## config.mk

```make
export PLATFORM = sky130hd
export DESIGN_NAME = kabuki_decoder_top
export DESIGN_NICKNAME = d
export VERILOG_FILES = /design/src/verilog/kabuki_pkg.sv /design/src/verilog/kabuki_addr_hash.sv /design/src/verilog/kabuki_byte_decrypt.sv /design/src/verilog/kabuki_decoder_top.sv /design/src/verilog/kabuki_key_loader.sv
export SDC_FILE = /design/constraint.sdc
export NUM_CORES = 1
export LEC_CHECK = 0
export ABC_CLOCK_PERIOD_IN_PS = 4300
export BUFFER_PORTS_ARGS = -buffer_cell sky130_fd_sc_hd__buf_2
export CELL_PAD_IN_SITES_DETAIL_PLACEMENT = 1
export CELL_PAD_IN_SITES_GLOBAL_PLACEMENT = 2
export CORE_MARGIN = 4
export CORE_UTILIZATION = 41
export DETAILED_ROUTE_END_ITERATION = 10
export GPL_TIMING_DRIVEN = 0
export MAX_ROUTING_LAYER = met4
export PLACE_DENSITY_LB_ADDON = 0.2
export SYNTH_ARGS = -nofsm -noshare
export SYNTH_HDL_FRONTEND = slang
export SYNTH_SLANG_ARGS = --single-unit
```

## constraint.sdc

```tcl
create_clock -name clk -period 4.3 [get_ports clk]
set_input_delay 1.075 -clock clk [delete_from_list [all_inputs] [get_ports clk]]
set_output_delay 1.075 -clock clk [all_outputs]
set_load 0.05 [all_outputs]
```

## src/verilog/kabuki_pkg.sv

```systemverilog
// shared key layout and address hash constants for the kabuki decryption path and its testbench.
`default_nettype none

package kabuki_pkg;

    // the key is written one programming byte at a time, most significant byte first.
    localparam int key_bytes = 11;
    localparam int key_w = key_bytes * 8;   // 88 bits in total.

    // widths of the four key fields.
    // they are packed from the msb down as swap key one, swap key two, address key, xor key.
    localparam int swap_key_w = 32;   // each swap key holds two 16-bit nibble sets.
    localparam int addr_key_w = 16;   // added to the cpu address to form the hash.
    localparam int xor_key_w = 8;     // xored into the byte halfway through the cipher.

    // bit positions of each field inside the key register, derived from the widths above.
    localparam int xor_key_lsb = 0;
    localparam int addr_key_lsb = xor_key_lsb + xor_key_w;
    localparam int swap_key2_lsb = addr_key_lsb + addr_key_w;
    localparam int swap_key1_lsb = swap_key2_lsb + swap_key_w;

    // data reads scramble the address with this mask before the key is added.
    // opcode fetches use the raw address.
    localparam logic [15:0] data_addr_mask = 16'h1fc0;

    // data reads also add one after the key.
    localparam logic [15:0] data_addr_inc = 16'd1;

    // the cipher rotates the byte three times.
    // each rotation moves bit 7 around to bit 0.
    localparam int rot_amount = 1;

endpackage : kabuki_pkg

`default_nettype wire
```

## src/verilog/kabuki_addr_hash.sv

```systemverilog
// first pipeline stage; hashes the cpu address with the address key and registers it with the bus byte.
`timescale 1ns/1ps
`default_nettype none

module kabuki_addr_hash (
    input  wire logic                               clk,
    input  wire logic                               arst_n,
    input  wire logic                               m1_n,    // low on an opcode fetch.
    input  wire logic                               rd_n,
    input  wire logic                               mreq_n,
    input  wire logic                               en,      // decryption enable.
    input  wire logic [15:0]                        addr,
    input  wire logic [7:0]                         din,     // byte from the rom.
    input  wire logic [kabuki_pkg::addr_key_w-1:0]  addr_key,
    output logic      [15:0]                        addr_hit, // hash, drives the swap selects.
    output logic                                    decrypt,  // this item is a keyed memory read.
    output logic      [7:0]                         byte_q    // bus byte, aligned with the hash.
);

    logic [15:0] op_hash;    // hash used on opcode fetches.
    logic [15:0] data_hash;  // hash used on data reads.
    logic [15:0] hash_d;     // hash chosen for this cycle.
    logic        decrypt_d;  // qualifier before the register.

    // an opcode fetch only adds the key to the address.
    assign op_hash = addr + addr_key;

    // a data read masks the address first, then adds the key and one.
    assign data_hash = (addr ^ kabuki_pkg::data_addr_mask) + addr_key
                       + kabuki_pkg::data_addr_inc;

    // m1_n picks which of the two hashes goes forward.
    assign hash_d = m1_n ? data_hash : op_hash;

    // only a memory read with the enable set is decrypted.
    // i/o cycles, writes and idle cycles pass through.
    assign decrypt_d = !mreq_n && !rd_n && en;

    // the qualifier is the only control bit in this stage.
    always_ff @(posedge clk or negedge arst_n) begin
        if (!arst_n) begin
            decrypt <= 1'b0;
        end else begin
            decrypt <= decrypt_d;
        end
    end

    // hash and byte are loaded every clock alongside the qualifier.
    // stage two then sees all three from the same bus cycle.
    always_ff @(posedge clk) begin
        addr_hit <= hash_d;
        byte_q   <= din;
    end

    // there is no valid bit and no stall.
    // every clock carries one item, whether it is decrypted or not.

endmodule : kabuki_addr_hash

`default_nettype wire

```

## src/verilog/kabuki_byte_decrypt.sv

```systemverilog
// second pipeline stage; applies the keyed bit-pair swaps, rotations and xor, and registers dout.
`timescale 1ns/1ps
`default_nettype none

module kabuki_byte_decrypt (
    input  wire logic                               clk,
    input  wire logic                               arst_n,
    input  wire logic [7:0]                         byte_q,    // bus byte from stage one.
    input  wire logic                               decrypt,   // high when the byte is keyed.
    input  wire logic [15:0]                        addr_hit,  // address hash from stage one.
    input  wire logic [kabuki_pkg::swap_key_w-1:0]  swap_key1,
    input  wire logic [kabuki_pkg::swap_key_w-1:0]  swap_key2,
    input  wire logic [kabuki_pkg::xor_key_w-1:0]   xor_key,
    output logic      [7:0]                         dout
);

    logic [7:0] dec;  // cipher result before the output register.

    // swaps each bit pair when the hash bit selected by its key nibble is set.
    // key[14:12] goes with the top pair and key[2:0] with the bottom pair.
    function automatic logic [7:0] swap_fwd(
        input logic [7:0]  b,
        input logic [15:0] key,
        input logic [7:0]  hit
    );
        logic [7:0] r;
        r = b;
        if (hit[key[14:12]]) r[7:6] = {b[6], b[7]};
        if (hit[key[10:8]])  r[5:4] = {b[4], b[5]};
        if (hit[key[6:4]])   r[3:2] = {b[2], b[3]};
        if (hit[key[2:0]])   r[1:0] = {b[0], b[1]};
        return r;
    endfunction

    // same swap with the nibble order reversed.
    // key[2:0] now goes with the top pair.
    function automatic logic [7:0] swap_rev(
        input logic [7:0]  b,
        input logic [15:0] key,
        input logic [7:0]  hit
    );
        logic [7:0] r;
        r = b;
        if (hit[key[2:0]])   r[7:6] = {b[6], b[7]};
        if (hit[key[6:4]])   r[5:4] = {b[4], b[5]};
        if (hit[key[10:8]])  r[3:2] = {b[2], b[3]};
        if (hit[key[14:12]]) r[1:0] = {b[0], b[1]};
        return r;
    endfunction

    // rotate left by the package amount.
    function automatic logic [7:0] rol(input logic [7:0] b);
        return (b << kabuki_pkg::rot_amount) | (b >> (8 - kabuki_pkg::rot_amount));
    endfunction

    // the eight cipher steps in sequence.
    // the low hash byte drives swap key one and the high hash byte drives swap key two.
    always_comb begin
        dec = byte_q;
        if (decrypt) begin
            dec = swap_fwd(dec, swap_key1[15:0], addr_hit[7:0]);    // step 1.
            dec = rol(dec);                                          // step 2.
            dec = swap_rev(dec, swap_key1[31:16], addr_hit[7:0]);   // step 3.
            dec = dec ^ xor_key;                                     // step 4.
            dec = rol(dec);                                          // step 5.
            dec = swap_rev(dec, swap_key2[15:0], addr_hit[15:8]);   // step 6.
            dec = rol(dec);                                          // step 7.
            dec = swap_fwd(dec, swap_key2[31:16], addr_hit[15:8]);  // step 8.
        end
    end

    // dout is the second pipeline register.
    // it reads zero until the first item comes out of reset.
    always_ff @(posedge clk or negedge arst_n) begin
        if (!arst_n) begin
            dout <= 8'h00;
        end else begin
            dout <= dec;
        end
    end

endmodule : kabuki_byte_decrypt

`default_nettype wire

```

## src/verilog/kabuki_decoder_top.sv

```systemverilog
// top level of the kabuki decryption path; joins the key loader and the two pipeline stages.
`timescale 1ns/1ps
`default_nettype none

module kabuki_decoder_top (
    input  wire logic        clk,
    input  wire logic        arst_n,
    input  wire logic        m1_n,       // cpu bus strobes and levels.
    input  wire logic        rd_n,
    input  wire logic        mreq_n,
    input  wire logic        en,         // decryption on or off.
    input  wire logic [15:0] addr,
    input  wire logic [7:0]  din,        // rom byte.
    input  wire logic [7:0]  prog_data,  // key programming port.
    input  wire logic        prog_we,
    output logic      [7:0]  dout        // decrypted byte, two clocks after the bus sample.
);

    // key fields, held steady by the loader.
    logic [kabuki_pkg::swap_key_w-1:0] swap_key1;
    logic [kabuki_pkg::swap_key_w-1:0] swap_key2;
    logic [kabuki_pkg::addr_key_w-1:0] addr_key;
    logic [kabuki_pkg::xor_key_w-1:0]  xor_key;

    // items passed from stage one to stage two.
    logic [15:0] addr_hit;
    logic        decrypt;
    logic [7:0]  byte_q;

    kabuki_key_loader i_kabuki_key_loader (
        .clk       (clk),
        .arst_n    (arst_n),
        .prog_data (prog_data),
        .prog_we   (prog_we),
        .swap_key1 (swap_key1),
        .swap_key2 (swap_key2),
        .addr_key  (addr_key),
        .xor_key   (xor_key)
    );

    // stage one only needs the address key.
    kabuki_addr_hash i_kabuki_addr_hash (
        .clk      (clk),
        .arst_n   (arst_n),
        .m1_n     (m1_n),
        .rd_n     (rd_n),
        .mreq_n   (mreq_n),
        .en       (en),
        .addr     (addr),
        .din      (din),
        .addr_key (addr_key),
        .addr_hit (addr_hit),
        .decrypt  (decrypt),
        .byte_q   (byte_q)
    );

    // stage two takes the swap keys and the xor key.
    kabuki_byte_decrypt i_kabuki_byte_decrypt (
        .clk       (clk),
        .arst_n    (arst_n),
        .byte_q    (byte_q),
        .decrypt   (decrypt),
        .addr_hit  (addr_hit),
        .swap_key1 (swap_key1),
        .swap_key2 (swap_key2),
        .xor_key   (xor_key),
        .dout      (dout)
    );

endmodule : kabuki_decoder_top

`default_nettype wire

```

## src/verilog/kabuki_key_loader.sv

```systemverilog
// collects the 88-bit kabuki key from the byte-wide programming port and drives its fields.
`timescale 1ns/1ps
`default_nettype none

module kabuki_key_loader (
    input  wire logic                                clk,
    input  wire logic                                arst_n,
    input  wire logic [7:0]                          prog_data,  // next key byte.
    input  wire logic                                prog_we,    // byte is taken on its fall.
    output logic      [kabuki_pkg::swap_key_w-1:0]   swap_key1,
    output logic      [kabuki_pkg::swap_key_w-1:0]   swap_key2,
    output logic      [kabuki_pkg::addr_key_w-1:0]   addr_key,
    output logic      [kabuki_pkg::xor_key_w-1:0]    xor_key
);

    logic [kabuki_pkg::key_w-1:0] key_q;   // whole key, last byte written sits at the bottom.
    logic                         last_we; // prog_we as seen on the previous clock.
    logic                         we_fall; // high on the clock where prog_we has just dropped.

    // a falling edge is prog_we high one clock and low the next.
    assign we_fall = last_we && !prog_we;

    always_ff @(posedge clk or negedge arst_n) begin
        if (!arst_n) begin
            last_we <= 1'b0;
            key_q   <= '0;   // an all-zero key until the loader has run.
        end else begin
            last_we <= prog_we;
            if (we_fall) begin
                // older bytes move up one byte lane.
                // the byte on the bus now fills the low lane.
                key_q <= {key_q[kabuki_pkg::key_w-9:0], prog_data};
            end
        end
    end

    // the fields are plain slices of the register.
    // both stages therefore see the new key one clock after the edge is detected.
    assign swap_key1 = key_q[kabuki_pkg::swap_key1_lsb +: kabuki_pkg::swap_key_w];
    assign swap_key2 = key_q[kabuki_pkg::swap_key2_lsb +: kabuki_pkg::swap_key_w];
    assign addr_key  = key_q[kabuki_pkg::addr_key_lsb +: kabuki_pkg::addr_key_w];
    assign xor_key   = key_q[kabuki_pkg::xor_key_lsb +: kabuki_pkg::xor_key_w];

    // a partly written key is used as it stands.
    // the cpu is normally held until all eleven bytes are in.

endmodule : kabuki_key_loader

`default_nettype wire

```

; ---- After elaboration in Yosys (flattened, before gate mapping)
; Index checks and enable logic that the tools add are counted.
[word_totals]
register_bits = 121
output_inout_bits = 8
input_bits = 39
[op_classes]
magnitude_cmp = 16
n_reduce_logical = 6
n_mux = 62
bitwise_logic = 5
add_sub_neg = 3
[ops]
columns = op, count
row1 = < comparator 3 x 4 -> 1 bit (second input constant), 16
row2 = 2-to-1 mux 2 bit, 28
row3 = binary-select mux 1 bit (select 3 bit), 16
row4 = adder 16 bit, 2
row5 = bitwise OR 8 x 1 -> 8 bit, 3
row6 = adder 16 x 1 -> 16 bit (second input constant), 1
row7 = 2-to-1 mux 1 bit, 16
row8 = 2-to-1 mux 16 bit, 1
row9 = 2-to-1 mux 8 bit, 1
row10 = bitwise XOR 8 bit, 1
row11 = inverter 7 bit, 1
row12 = logical AND 1 bit, 3
row13 = logical NOT 1 bit, 3

; ---- Longest topological paths before layout
[depth]
word_depth = 14
mapped_depth = 12

; ---- Cells and area by module
; Synthesis repeated with hierarchy kept, for this count alone.
[unflattened]
hier_cells = 527
hier_area_um2 = 6927.9
[by_module_without_submodules]
columns = mod, area_per_inst_um2, instances, cells_each
row1 = kabuki_key_loader, 3382.0, 1, 188
row2 = kabuki_addr_hash, 1890.6, 1, 226
row3 = kabuki_byte_decrypt, 1655.3, 1, 113

; ---- Worst setup path before layout
; No wires, ideal clock.
[synth_path]
path_kind = input-to-reg
start = input port addr[0]
end = register i_kabuki_addr_hash.addr_hit[12]
path_slack_ns = 1.233
cell_stages = 12
t_arrival_ns = 2.947
t_required_ns = 4.180
cell_sequence = inv_1 -> ha_1 -> inv_1 -> fa_1 -> a21o_1 -> a221o_1 -> a31oi_1 -> o31ai_1 -> and3_1 -> o21ai_1 -> nand3_1 -> xor2_1
[synth_between]
elab_chain_len = 3
[synth_rtl]
columns = element, line
row1 = "start, declared", kabuki_decoder_top.sv:12  ; input wire logic [15:0] addr,
row2 = adder 16 bit, kabuki_addr_hash.sv:29  ; assign data_hash = (addr ^ kabuki_pkg::data_addr_mask) + addr_key
row3 = adder 16 x 1 -> 16 bit, kabuki_addr_hash.sv:30  ; + kabuki_pkg::data_addr_inc;
row4 = 2-to-1 mux 16 bit (*), kabuki_addr_hash.sv:33  ; assign hash_d = m1_n ? data_hash : op_hash;
row5 = named net i_kabuki_addr_hash.hash_d[12], kabuki_addr_hash.sv:22  ; logic [15:0] hash_d;
row6 = "end signal, assigned", kabuki_addr_hash.sv:51  ; addr_hit <= hash_d;
row7 = "end, declared", kabuki_addr_hash.sv:15  ; output logic [15:0] addr_hit,
; Mark *: on every way through the listed nets, which the timed path passes. The rest lies on a longest branch.
; A chain may end at the register's enable or synchronous reset.

; ---- Worst setup path in the final report
; Ends and elaborated chain as after synthesis.

==> reports/qor.txt <==
Synth area leaders = dfrtp_1 34%, mux2_2 13%, dfxtp_1 8.1%
Internal = 3170 uW
Leak = 0.00297 uW
Most common cell on crit path = inv_1
initial antenna violation count = 0
global-route wire length before repair = 23,200 um
yosys warns = 0
Antenna Cells = 0
drt initial violations = 228
DRT Pass-1 Iters = 4
final instance area = 6740 um2
RSZ-0062 raised after global routing = no
Crit-path slowest cell = fa_1
Post-CTS Resized = 0
number of flops mapped to enable cells by yosys = 0
CP arrival = 3.34 ns
die footprint = 16,600 um2
Core ar. = 14,000 um2
Synth Cell Area = 5970 um2
Seq/Total Area, Yosys = 42.4%
Area Growth Syn to Fin = 13.0%
critical path type = in -> reg
fin crit period = 3.10 ns
routed via count divided by cell count = 5.57
TritonCTS clock tree = done
# H-tree levels = 3
vias = 3,861
Post-Route Setup TNS = 0 ns
crit path to = i_kabuki_addr_hash.addr_hit[12]$_DFF_P_
clk slew on worst S/H paths = 0.08 ns
final setup violation count = 0
share of layout cells above drive strength 1 = 31.4%
GRT overflow = 0
Routed WL = 14,300 um
crit path launch type = input port
initial cell density of the core = 42.5%
register bit total from synthesis = 106
slowest stage delay, CP = 0.38 ns
Placed Instances = 677
Power Density = 771 nW/um2
worst-path cell chain = buf_2, inv_1, ha_1, inv_1, fa_1, a21o_1, a221o_1, a31oi_1, o31ai_1, and3_1, o21ai_1, nand3_1, xor2_1
# DRC = 0
status = completed
maxcap violations = 0
Worst R2R End = i_kabuki_addr_hash.addr_hit[12]$_DFF_P_
non-filler instance count after layout = 693
GPL Wtd Cong = 0.862
overall routing resource usage = 18.8%
Clock Skews = 0.00768 ns
vias in the first global route = 4,252
R2R Setup Slk = 1.60 ns
CP delay by family, top = compound AO/OA/AOI/OAI gates
Clk pwr share = 15.5%
R2R Path Start = i_kabuki_key_loader.key_q[8]$_DFFE_PN0P_
Slew @ Worst Pin = 0.647 ns
Reg2Reg Depth = 12
Hold WC Path Type = reg -> reg
Setup crit end kind = flop
fill cell count = 1,472
Max FO, Critical Path = 3
die height = 129 um
nets@finish = 573
Final Max Slew Viols = 0
Post-DRT Antenna Nets = 0
sequential fraction of design power = 36.9%
hold wc startpoint = i_kabuki_addr_hash.byte_q[5]$_DFF_P_
Synth top area share = 34.4%
wire per inst = 20.7 um
hold_buf cts = 0
total CTS buffers = 9
FFs w/ async S/R, synth = 77.4%
Final period util = 72.1%
Root Buffer = clkbuf_16
Syn Nets = 516
row count = 43
HPWL after detailed placement = 10,900 um
Slew HR = 56.8%
Comb power frac = 47.7%
CP Depth = 13
Clock Latency Late Sink = 0.35 ns
post-CTS setup buffers = 0
largest net degree at the start of global routing = 50
placement-stage cell area = 6450 um2
VDD IR max = 0.000235 V
P_sw = 2020 uW
Top-Level Pins = 47
cell taking the most area after synthesis = dfrtp_1
CP startpoint = addr[0]
library cells used by synthesis = 40
Mean Syn Cell Area = 13.2 um2
Buf/Inv on CP = 3
sw frac = 38.9%
final hold vios = 0
Fmax = 323 MHz
CP required = 4.54 ns
Synth Flop Type = dfrtp_1
Mapped Cells = 451
Die Span X = 129 um
clk sinks = 106
Port Buffers = 45
clk buf depth = 2
==> Yosys cell counts, types with 2 or more instances <==
library cell / count
or3_1: 3
nor2_1: 15
dfxtp_1: 24
a211oi_1: 2
nand2b_1: 3
mux2_2: 71
a21oi_1: 24
a2111oi_0: 2
mux4_1: 13
xor2_1: 3
mux4_2: 7
dfrtp_1: 82
nor3_1: 3
a21o_1: 5
and3_1: 3
xnor2_1: 21
mux2i_1: 43
o21ai_1: 4
a31oi_1: 4
o21ai_0: 12
mux2i_2: 4
mux2i_4: 4
mux4_4: 12
ha_1: 24
nand3_1: 3
a221o_1: 2
inv_1: 23
nand2_1: 11
nor2b_1: 3
fa_1: 2
clkbuf_1: 10
==> routing by layer <==
metal	global-route usage [%]	wire length, um
met5	-	0
met4	5.81	176
met3	2.95	430
met2	31.5	7440
met1	23.4	6290
==> layout by cell type (no fill, tap or decap), types with 5 or more instances in the layout <==
cell type and count:
dfrtp_1 82, mux2_2 71, buf_2 44, mux2i_1 43, a21oi_1 24, ha_1 24, dfxtp_1 24, inv_1 23
xnor2_1 21, nor2_1 15, mux4_1 13, mux4_4 12, o21ai_0 12, nand2_1 11, clkbuf_1 10, clkbuf_16 9
mux4_2 7, a21o_1 5
==> through the flow <==
step	utilization, %	hold WS, ns	setup slack (ns)	total power [uW]
global placement	45.7	0.501	0.806	4320
CTS	48.0	0.505	1.17	5260
detailed placement	45.9	0.489	0.806	4410
global route	48.0	0.544	1.01	5550
finish	48.0	0.511	1.20	5200
floorplan	-	0.456	1.23	3750
==> cells by family (layout without fill, tap and decap cells) <==
kind of cell,count (synthesis),in the layout,share of synthesized area (%)
buffers and inverters,36,98,2.43
DFF,106,106,42.4
and+or+nand+nor,46,46,3.65
xor gates and xnor gates,24,24,3.52
muxes,154,154,36.4
AOI/OAI and AO/OA,59,59,5.83
adders and majority gates,26,26,5.70
==> final cells by class <==
type | count | area, um2 | area share [%]
clock buffer | 9 | 225 | 3.34
inverter | 23 | 86.3 | 1.28
timing repair buffer | 46 | 255 | 3.79
buffer | 13 | 58.8 | 0.872
sequential | 106 | 2530 | 37.6
tap | 180 | 225 | 3.34
multi-input combinational | 309 | 3290 | 48.8
clock inverter | 7 | 68.8 | 1.02
==> state kept, by name (all words and copies together) (netlist names) <==
register and flops:
i_kabuki_key_loader.last_we 1, i_kabuki_addr_hash.decrypt 1, i_kabuki_addr_hash.addr_hit 16, i_kabuki_byte_decrypt.dout 8, i_kabuki_addr_hash.byte_q 8, i_kabuki_key_loader.key_q 72
==> worst min-delay path by stage <==
stage                                                         end  slack [ns]  cells past startpoint
after CTS                 i_kabuki_byte_decrypt.dout[4]$_DFF_PN0_        0.50                      2
after global routing      i_kabuki_byte_decrypt.dout[2]$_DFF_PN0_        0.54                      2
after floorplan           i_kabuki_byte_decrypt.dout[2]$_DFF_PN0_        0.46                      2
after global placement    i_kabuki_byte_decrypt.dout[4]$_DFF_PN0_        0.50                      2
after detailed placement  i_kabuki_byte_decrypt.dout[4]$_DFF_PN0_        0.49                      2
final                     i_kabuki_byte_decrypt.dout[5]$_DFF_PN0_        0.51                      2
==> power by group through the flow <==
| stage | logic, uW | clock network [uW] | registers (uW) |
|---|---|---|---|
| floorplan | 1990 | 0 | 1760 |
| global placement | 2410 | 0 | 1910 |
| detailed placement | 2480 | 0 | 1930 |
| CTS | 2510 | 829 | 1920 |
| global route | 2710 | 858 | 1980 |
| finish | 2480 | 805 | 1920 |
==> tightest hold or removal path: cells and delay by family, from the launching register on <==
family | cells | cell delay [ns]
DFF | 1 | 0.34
and+or+nand+nor | 1 | 0.09
AOI/OAI and AO/OA | 1 | 0.05
No activity file was read; power rests on OpenSTA's default activity.
